File: src/rtl/cpu_pkg.sv
package cpu_pkg;

    localparam int xlen       = 32;
    localparam int inst_width = 32;

    typedef enum logic [2:0] {
        CMD_NOP,
        CMD_ADD,
        CMD_LOAD,
        CMD_STORE,
        CMD_HALT
    } cmd_t;

    localparam logic [6:0] op_imm    = 7'b0010011;
    localparam logic [6:0] op_reg    = 7'b0110011;
    localparam logic [6:0] op_lui    = 7'b0110111;
    localparam logic [6:0] op_load   = 7'b0000011;
    localparam logic [6:0] op_store  = 7'b0100011;
    localparam logic [6:0] op_system = 7'b1110011;

endpackage
File: src/rtl/mem_bus_if.sv
`timescale 1ns/1ps

interface mem_bus_if import cpu_pkg::*; ();

    logic            req;
    logic            we;
    logic [xlen-1:0] addr;
    logic [xlen-1:0] wdata;
    logic [xlen-1:0] rdata;
    logic            done;

    modport master (output req, we, addr, wdata, input rdata, done);
    modport slave  (input req, we, addr, wdata, output rdata, done);

endinterface

File: src/rtl/cpu_top.sv
`timescale 1ns/1ps

module cpu_top import cpu_pkg::*; #(
    parameter int              nregs    = 16,
    parameter logic [xlen-1:0] reset_pc = '0
) (
    input  logic            clk,
    input  logic            reset,
    output logic            mem_req,
    output logic            mem_we,
    output logic [xlen-1:0] mem_addr,
    output logic [xlen-1:0] mem_wdata,
    input  logic [xlen-1:0] mem_rdata,
    input  logic            mem_done,
    output logic            retire,
    output logic            halted
);

    localparam int aw = $clog2(nregs);

    mem_bus_if fetch_bus ();
    mem_bus_if data_bus ();

    logic [inst_width-1:0] inst;
    logic                  inst_valid;
    logic [aw-1:0]         raddr1;
    logic [aw-1:0]         raddr2;
    logic [aw-1:0]         des;
    logic [aw-1:0]         waddr;
    logic [xlen-1:0]       rdata1;
    logic [xlen-1:0]       rdata2;
    logic [xlen-1:0]       src1;
    logic [xlen-1:0]       src2;
    logic [xlen-1:0]       imm;
    logic [xlen-1:0]       wdata;
    logic [xlen-1:0]       load_data;
    cmd_t                  cmd;
    logic                  we;
    logic                  lsu_done;

    ifu #(.reset_pc(reset_pc)) u_ifu (
        .clk(clk), .reset(reset), .bus(fetch_bus), .retire(retire),
        .halt(halted), .inst(inst), .inst_valid(inst_valid)
    );

    idu #(.nregs(nregs)) u_idu (
        .inst(inst), .inst_valid(inst_valid), .raddr1(raddr1), .raddr2(raddr2),
        .rdata1(rdata1), .rdata2(rdata2), .src1(src1), .src2(src2),
        .des(des), .imm(imm), .cmd(cmd)
    );

    regfile #(.nregs(nregs)) u_regfile (
        .clk(clk), .reset(reset), .raddr1(raddr1), .raddr2(raddr2),
        .rdata1(rdata1), .rdata2(rdata2), .we(we), .waddr(waddr), .wdata(wdata)
    );

    exu #(.nregs(nregs)) u_exu (
        .clk(clk), .reset(reset), .inst_valid(inst_valid), .cmd(cmd),
        .src1(src1), .src2(src2), .imm(imm), .des(des), .load_data(load_data),
        .lsu_done(lsu_done), .we(we), .waddr(waddr), .wdata(wdata),
        .retire(retire), .halted(halted)
    );

    lsu u_lsu (
        .clk(clk), .reset(reset), .cmd(cmd), .src1(src1), .src2(src2), .imm(imm),
        .bus(data_bus), .load_data(load_data), .lsu_done(lsu_done)
    );

    mem_arbiter u_arbiter (
        .clk(clk), .reset(reset), .fetch_bus(fetch_bus), .data_bus(data_bus),
        .mem_req(mem_req), .mem_we(mem_we), .mem_addr(mem_addr),
        .mem_wdata(mem_wdata), .mem_rdata(mem_rdata), .mem_done(mem_done)
    );

endmodule

File: src/rtl/mem_arbiter.sv
`timescale 1ns/1ps

module mem_arbiter import cpu_pkg::*; (
    input  logic            clk,
    input  logic            reset,
    mem_bus_if.slave        fetch_bus,
    mem_bus_if.slave        data_bus,
    output logic            mem_req,
    output logic            mem_we,
    output logic [xlen-1:0] mem_addr,
    output logic [xlen-1:0] mem_wdata,
    input  logic [xlen-1:0] mem_rdata,
    input  logic            mem_done
);

    logic busy;
    logic owner_data;
    logic fetch_pend;
    logic data_pend;
    logic fetch_want;
    logic data_want;
    logic grant;
    logic sel_data;

    assign fetch_want = fetch_bus.req || fetch_pend;
    assign data_want  = data_bus.req || data_pend;
    assign grant      = !busy && (fetch_want || data_want);
    assign sel_data   = busy ? owner_data : data_want; // lsu wins a tie.

    assign mem_req   = grant;
    assign mem_we    = sel_data ? data_bus.we : fetch_bus.we;
    assign mem_addr  = sel_data ? data_bus.addr : fetch_bus.addr;
    assign mem_wdata = sel_data ? data_bus.wdata : fetch_bus.wdata;

    assign fetch_bus.rdata = mem_rdata;
    assign data_bus.rdata  = mem_rdata;
    assign fetch_bus.done  = busy && !owner_data && mem_done;
    assign data_bus.done   = busy && owner_data && mem_done;

    always_ff @(posedge clk) begin
        if (reset) begin
            busy       <= 1'b0;
            owner_data <= 1'b0;
            fetch_pend <= 1'b0;
            data_pend  <= 1'b0;
        end else begin
            if (grant) begin
                busy       <= 1'b1;
                owner_data <= data_want;
            end else if (busy && mem_done) begin
                busy <= 1'b0;
            end
            fetch_pend <= fetch_want && !(grant && !data_want); // wait for the bus.
            data_pend  <= data_want && !grant;
        end
    end

endmodule

File: src/rtl/lsu.sv
`timescale 1ns/1ps

module lsu import cpu_pkg::*; (
    input  logic            clk,
    input  logic            reset,
    input  cmd_t            cmd,
    input  logic [xlen-1:0] src1,
    input  logic [xlen-1:0] src2,
    input  logic [xlen-1:0] imm,
    mem_bus_if.master       bus,
    output logic [xlen-1:0] load_data,
    output logic            lsu_done
);

    logic            busy;
    logic            is_mem;
    logic [xlen-1:0] load_q;

    assign is_mem = (cmd == CMD_LOAD) || (cmd == CMD_STORE);

    // operands stay stable while the instruction is held, so the bus fields hold too
    assign bus.req   = is_mem && !busy;
    assign bus.we    = (cmd == CMD_STORE);
    assign bus.addr  = src1 + imm;
    assign bus.wdata = src2;

    assign lsu_done  = busy && bus.done;
    assign load_data = lsu_done ? bus.rdata : load_q;

    always_ff @(posedge clk) begin
        if (reset) begin
            busy <= 1'b0;
        end else if (bus.req) begin
            busy <= 1'b1;
        end else if (lsu_done) begin
            busy <= 1'b0;
        end
    end

    always_ff @(posedge clk) begin
        if (lsu_done && !bus.we) begin
            load_q <= bus.rdata;
        end
    end

endmodule

File: src/rtl/exu.sv
`timescale 1ns/1ps

module exu import cpu_pkg::*; #(
    parameter int nregs = 16
) (
    input  logic                     clk,
    input  logic                     reset,
    input  logic                     inst_valid,
    input  cmd_t                     cmd,
    input  logic [xlen-1:0]          src1,
    input  logic [xlen-1:0]          src2,
    input  logic [xlen-1:0]          imm,
    input  logic [$clog2(nregs)-1:0] des,
    input  logic [xlen-1:0]          load_data,
    input  logic                     lsu_done,
    output logic                     we,
    output logic [$clog2(nregs)-1:0] waddr,
    output logic [xlen-1:0]          wdata,
    output logic                     retire,
    output logic                     halted
);

    logic            is_mem;
    logic            halt_now;
    logic            halted_q;
    logic [xlen-1:0] sum;

    assign is_mem   = (cmd == CMD_LOAD) || (cmd == CMD_STORE);
    assign retire   = inst_valid && (is_mem ? lsu_done : 1'b1);
    assign sum      = src1 + (src2 | imm); // decoder zeroes the unused operand.
    assign we       = retire && (cmd == CMD_ADD || cmd == CMD_LOAD);
    assign waddr    = des;
    assign wdata    = (cmd == CMD_LOAD) ? load_data : sum;
    assign halt_now = retire && (cmd == CMD_HALT);
    assign halted   = halted_q || halt_now; // seen by ifu in the ebreak retire cycle.

    always_ff @(posedge clk) begin
        if (reset) begin
            halted_q <= 1'b0;
        end else if (halt_now) begin
            halted_q <= 1'b1;
        end
    end

endmodule

File: src/rtl/regfile.sv
`timescale 1ns/1ps

module regfile import cpu_pkg::*; #(
    parameter int nregs = 16
) (
    input  logic                     clk,
    input  logic                     reset,
    input  logic [$clog2(nregs)-1:0] raddr1,
    input  logic [$clog2(nregs)-1:0] raddr2,
    output logic [xlen-1:0]          rdata1,
    output logic [xlen-1:0]          rdata2,
    input  logic                     we,
    input  logic [$clog2(nregs)-1:0] waddr,
    input  logic [xlen-1:0]          wdata
);

    logic [xlen-1:0] regs [nregs];

    assign rdata1 = (raddr1 == '0) ? '0 : regs[raddr1];
    assign rdata2 = (raddr2 == '0) ? '0 : regs[raddr2];

    always_ff @(posedge clk) begin
        if (reset) begin
            for (int i = 0; i < nregs; i++) begin
                regs[i] <= '0;
            end
        end else if (we && waddr != '0) begin
            regs[waddr] <= wdata; // x0 stays zero.
        end
    end

endmodule

File: src/rtl/idu.sv
`timescale 1ns/1ps

module idu import cpu_pkg::*; #(
    parameter int nregs = 16
) (
    input  logic [inst_width-1:0]    inst,
    input  logic                     inst_valid,
    output logic [$clog2(nregs)-1:0] raddr1,
    output logic [$clog2(nregs)-1:0] raddr2,
    input  logic [xlen-1:0]          rdata1,
    input  logic [xlen-1:0]          rdata2,
    output logic [xlen-1:0]          src1,
    output logic [xlen-1:0]          src2,
    output logic [$clog2(nregs)-1:0] des,
    output logic [xlen-1:0]          imm,
    output cmd_t                     cmd
);

    localparam int aw = $clog2(nregs);

    typedef enum logic [1:0] {IMM_N, IMM_I, IMM_S, IMM_U} imm_t;

    logic [6:0] opcode;
    logic [2:0] funct3;
    logic [6:0] funct7;
    imm_t       imm_type;
    logic       src1_en;
    logic       src2_en;
    logic       write_en;

    assign opcode = inst[6:0];
    assign funct3 = inst[14:12];
    assign funct7 = inst[31:25];

    assign raddr1 = src1_en ? inst[15 +: aw] : '0;
    assign src1   = src1_en ? rdata1 : '0;
    assign raddr2 = src2_en ? inst[20 +: aw] : '0;
    assign src2   = src2_en ? rdata2 : '0;
    assign des    = write_en ? inst[7 +: aw] : '0;

    always_comb begin
        case (imm_type)
            IMM_I:   imm = {{20{inst[31]}}, inst[31:20]};
            IMM_S:   imm = {{20{inst[31]}}, inst[31:25], inst[11:7]};
            IMM_U:   imm = {inst[31:12], 12'b0};
            default: imm = '0;
        endcase
    end

    always_comb begin
        imm_type = IMM_N;
        cmd      = CMD_NOP;
        src1_en  = 1'b0;
        src2_en  = 1'b0;
        write_en = 1'b0;
        if (inst_valid) begin
            case (opcode)
                op_imm: begin
                    if (funct3 == 3'b000) begin // addi.
                        imm_type = IMM_I;
                        cmd      = CMD_ADD;
                        src1_en  = 1'b1;
                        write_en = 1'b1;
                    end
                end
                op_reg: begin
                    if (funct3 == 3'b000 && funct7 == 7'b0) begin // add.
                        cmd      = CMD_ADD;
                        src1_en  = 1'b1;
                        src2_en  = 1'b1;
                        write_en = 1'b1;
                    end
                end
                op_lui: begin // rs1 reads as zero, so the add passes imm.
                    imm_type = IMM_U;
                    cmd      = CMD_ADD;
                    write_en = 1'b1;
                end
                op_load: begin
                    if (funct3 == 3'b010) begin // lw.
                        imm_type = IMM_I;
                        cmd      = CMD_LOAD;
                        src1_en  = 1'b1;
                        write_en = 1'b1;
                    end
                end
                op_store: begin
                    if (funct3 == 3'b010) begin // sw.
                        imm_type = IMM_S;
                        cmd      = CMD_STORE;
                        src1_en  = 1'b1;
                        src2_en  = 1'b1;
                    end
                end
                op_system: begin
                    if (inst[31:7] == 25'h0002000) begin // ebreak.
                        cmd = CMD_HALT;
                    end
                end
                default: cmd = CMD_NOP;
            endcase
        end
    end

endmodule

File: src/rtl/ifu.sv
`timescale 1ns/1ps

module ifu import cpu_pkg::*; #(
    parameter logic [xlen-1:0] reset_pc = '0
) (
    input  logic                  clk,
    input  logic                  reset,
    mem_bus_if.master             bus,
    input  logic                  retire,
    input  logic                  halt,
    output logic [inst_width-1:0] inst,
    output logic                  inst_valid
);

    typedef enum logic {S_FETCH, S_HOLD} state_t;

    state_t                state;
    logic                  boot;
    logic                  req_q;
    logic [xlen-1:0]       pc;
    logic [inst_width-1:0] inst_q;

    always_ff @(posedge clk) begin
        if (reset) begin
            state <= S_FETCH;
            boot  <= 1'b1;
            req_q <= 1'b0;
            pc    <= reset_pc;
        end else begin
            boot  <= 1'b0;
            req_q <= boot; // first fetch right after reset.
            case (state)
                S_FETCH: begin
                    if (bus.done) begin
                        state <= S_HOLD;
                    end
                end
                S_HOLD: begin
                    if (retire) begin
                        state <= S_FETCH;
                        pc    <= pc + xlen'(4);
                        req_q <= ~halt; // no fetch after ebreak.
                    end
                end
            endcase
        end
    end

    always_ff @(posedge clk) begin
        if (state == S_FETCH && bus.done) begin
            inst_q <= bus.rdata;
        end
    end

    assign bus.req    = req_q;
    assign bus.we     = 1'b0;
    assign bus.addr   = pc;
    assign bus.wdata  = '0;
    assign inst       = inst_q;
    assign inst_valid = (state == S_HOLD);

endmodule

File: config.mk
export PLATFORM = sky130hd
export DESIGN_NAME = cpu_top
export DESIGN_NICKNAME = d
export VERILOG_FILES = /design/src/rtl/cpu_pkg.sv /design/src/rtl/mem_bus_if.sv /design/src/rtl/cpu_top.sv /design/src/rtl/mem_arbiter.sv /design/src/rtl/lsu.sv /design/src/rtl/exu.sv /design/src/rtl/regfile.sv /design/src/rtl/idu.sv /design/src/rtl/ifu.sv
export SDC_FILE = /design/constraint.sdc
export NUM_CORES = 2
export LEC_CHECK = 0
export ABC_AREA = 1
export BUFFER_PORTS_ARGS = -buffer_cell sky130_fd_sc_hd__buf_2
export CORE_ASPECT_RATIO = 1.25
export CORE_MARGIN = 5
export CORE_UTILIZATION = 50
export CTS_CLUSTER_SIZE = 24
export DETAILED_ROUTE_END_ITERATION = 6
export PLACE_DENSITY = 0.64
export SLEW_MARGIN = 20
export SYNTH_ARGS = -nofsm -noshare
export SYNTH_HDL_FRONTEND = slang
export SYNTH_SLANG_ARGS = --single-unit
export TNS_END_PERCENT = 20
File: constraint.sdc
create_clock -name clk -period 11 [get_ports clk]
set_input_delay 1.65 -clock clk [delete_from_list [all_inputs] [get_ports clk]]
set_output_delay 1.65 -clock clk [all_outputs]
set_load 0.01 [all_outputs]
==> results.py <==
metrics = {
    "run_status": {
        "status": "complete, but fails checks",
        "violations": "design-rule violations",
    },
    "clock_network": {
        "cts-root-buf": "clkbuf_16",
        "clk_latency_ns": 0.67,
        "cts_inserted_buffers": 69,
        "cts_sinks": 615,
        "post_cts_resize_count": 0,
        "ctsHoldBuffers": 0,
        "cts_tree": "yes",
        "htree_levels": 3,
        "cts_max_path_buffers": 3,
        "path_clk_slew_ns": 0.06,
        "postCtsSetupRepairBufs": 0,
    },
    "pwr": {
        "power.leakage_nw": 18.8,
        "finalPower_mw": 5.50,
        "ir_drop_mv": 0.137,
        "pwr_density_cell_nw_per_um2": 123,
    },
    "layout": {
        "drive_gt1_share_pct": 9.24,
        "syn_to_final_growth_pct": 7.98,
        "fin_nets": 5634,
        "final_common_cell": "nand2_1",
        "layout_common_cells": "nand2_1 (1805), nand3_1 (617), nor2_1 (587)",
    },
    "critical_path": {
        "cp_num_cells": 20,
        "path_class": "register to output pin",
        "start_kind": "register",
        "path_cells": "nor3_4, nand3_2, nand3_4, nand3_4, buf_4, nand3_1, nand3_1, a311oi_1, ha_1, nand2_1, nand2_1, nand2_1, nand2_1, inv_1, nor2_1, o21ai_0, nand2_1, xor2_1, o21ai_0, buf_2",
        "crit_buf_inv": 3,
        "endpoint_kind": "output pin",
        "crit_start": "u_ifu.inst[12]",
        "worst_r2r_path_depth": 26,
        "critPathTopFamily": "simple AND/OR/NAND/NOR gates",
        "r2r_slack_ns": 3.59,
        "r2r_end": "u_regfile.regs[1][16]",
        "cp_max_fo": 31,
        "worst_ep_required_time_ns": 9.35,
        "crit_arrival_ns": 6.67,
        "max_stage_delay_ns": 0.90,
        "crit_path_frequent_cell": "nand2_1",
        "crit_slowest_cell": "a311oi_1",
        "crit_path_end": "mem_addr[15]",
        "reg2reg_from": "u_ifu.inst[27]",
    },
    "sta": {
        "fmax_mhz": 120,
        "max-slew-margin-rel_pct": 15.3,
        "clock_skew_ns": 0.0399,
        "post-route-min-period_ns": 8.32,
        "hold_violations": 0,
        "fin_setup_tns_ns": 0,
        "finalSetupViolCount": 0,
        "drv_slew": 0,
        "period_share_pct": 75.6,
        "final.setup.worst_slack_ns": 2.68,
        "worst_slew_pin_slew_ns": 1.27,
        "rsz0062_at_grt": "no",
    },
    "yosys": {
        "synth_area_leaders": "edfxtp_1 (42%), nand2_1 (16%), nand3_1 (7.5%), nor2_1 (5.3%), a21oi_1 (4.4%)",
        "yosysWarningCount": 0,
        "postSynthCellCount": 5671,
        "yosysSeqAreaShare_pct": 43.6,
        "ys_async_sr_fraction_pct": 0,
        "syn_avg_cell_area_sq_um": 7.31,
        "synth_area_sq_um": 41400,
        "synth_edf_count": 576,
        "synth_cell_type_count": 66,
        "yosys.area.top_type": "edfxtp_1",
        "ys.flop_type": "edfxtp_1",
        "ys_seq_elements": 615,
        "synth_top_area_share_pct": 41.7,
    },
    "floorplan": {
        "dieArea_sq_um": 88800,
        "die_y_um": 332,
        "ioPinCount": 103,
        "fp.dieW_um": 267,
        "rows": 118,
        "start_util_pct": 50.2,
        "core_sq_um": 82500,
    },
    "detailed_routing": {
        "vias": 43000,
        "dr.pass1.iters": 7,
        "wl_per_cell_um": 29.7,
        "drt_wl_total_um": 199000,
        "via_per_inst": 6.40,
        "ant_nets": 0,
        "drtIter0Drc": 7185,
        "drc": 5,
    },
    "flow_run": {
        "maxCapViolations": 0,
    },
    "global_routing": {
        "first_global_vias": 40000,
        "grt_max_degree": 174,
        "grt_pass1_wl_um": 279000,
        "grt.overflow.total": 0,
        "antenna_found_initial": 2,
        "grt_usage_pct": 43.0,
    },
    "placed_design": {
        "hpwl_um": 126000,
        "place_congestion": 1.06,
        "numPortBuffers": 102,
        "preCtsSetupSlack_ns": 3.61,
    },
    "worst_hold_path": {
        "min_path_type": "register to register",
        "min_from": "u_ifu.bus.addr[31]",
    },
}
==> layer usage <==
layer	share of wire, %	GRT usage [%]
met1	34	53.6
met2	43	64.7
met3	14	11.4
met4	9.4	30.5
met5	0.041	0.496
==> cell families after synthesis <==
family                     share of synthesized area (%)
xor gates and xnor gates                           0.613
muxes                                             0.0725
DFF                                                 43.6
and+or+nand+nor                                     35.0
buffers and inverters                               9.01
other                                            0.00905
AOI/OAI and AO/OA                                   11.0
adders and majority gates                          0.670
==> stage by stage <==
stage	instances	utilization (%)	cell area (sq um)	hold WS [ns]
after floorplan	5702	-	41600	0.423
after global placement	6587	51.4	42400	0.438
after detailed placement	6587	51.4	42400	0.454
after CTS	6710	54.2	44700	0.462
after global routing	6710	54.2	44700	0.481
final	6711	54.2	44700	0.477
==> cells in the mapped netlist (24+ instances only) <==
cell type and number:
a21oi_1 363, a21oi_2 85, a221oi_1 33, buf_1 24, buf_2 112, buf_6 30, clkbuf_1 195, dfxtp_1 39
edfxtp_1 576, inv_1 474, nand2_1 1820, nand2_2 37, nand3_1 617, nand4_1 202, nor2_1 590, nor3_1 32
o211ai_1 32, o21ai_0 99
==> worst min path at each step <==
stage | endpoint | cells after the start
2_1_floorplan | u_ifu.bus.addr[31] | 1
3_3_place_gp | u_exu.halted_q | 2
3_5_place_dp | u_ifu.bus.addr[31] | 1
4_1_cts | u_ifu.bus.addr[31] | 1
5_1_grt | u_ifu.bus.addr[31] | 1
6_report | u_ifu.bus.addr[31] | 1
==> layout make-up <==
class                           instances  area [sq um]
Inverter                              498          1870
Fill cell                            8137         37800
Clock inverter                         40           479
Sequential cell                       615         18100
Antenna cell                            1          2.50
Clock buffer                           83          1840
Multi-Input combinational cell       4209         19900
Tap cell                             1080          1350
Timing Repair Buffer                  185          1200
==> power by group <==
| part | total (mW) | leakage, nW | internal [mW] | switching, mW |
|---|---|---|---|---|
| clock network | 2.47 | 1.13 | 1.43 | 1.04 |
| logic | 0.310 | 11.7 | 0.0718 | 0.238 |
| registers | 2.71 | 5.92 | 2.65 | 0.0620 |
| total | 5.50 | 18.8 | 4.16 | 1.34 |
==> registers in the layout, indices dropped and copies added, names as in the netlist <==
signal	cells
u_ifu.boot	1
u_regfile.regs	512
u_ifu.inst_valid	1
u_arbiter.owner_data	1
u_ifu.bus.addr	30
u_exu.halted_q	1
u_arbiter.fetch_pend	1
u_lsu.busy	1
u_ifu.inst	32
u_ifu.bus.req	1
u_arbiter.busy	1
u_lsu.load_q	32
u_arbiter.data_pend	1
No activity file was read; power rests on OpenSTA's default activity.
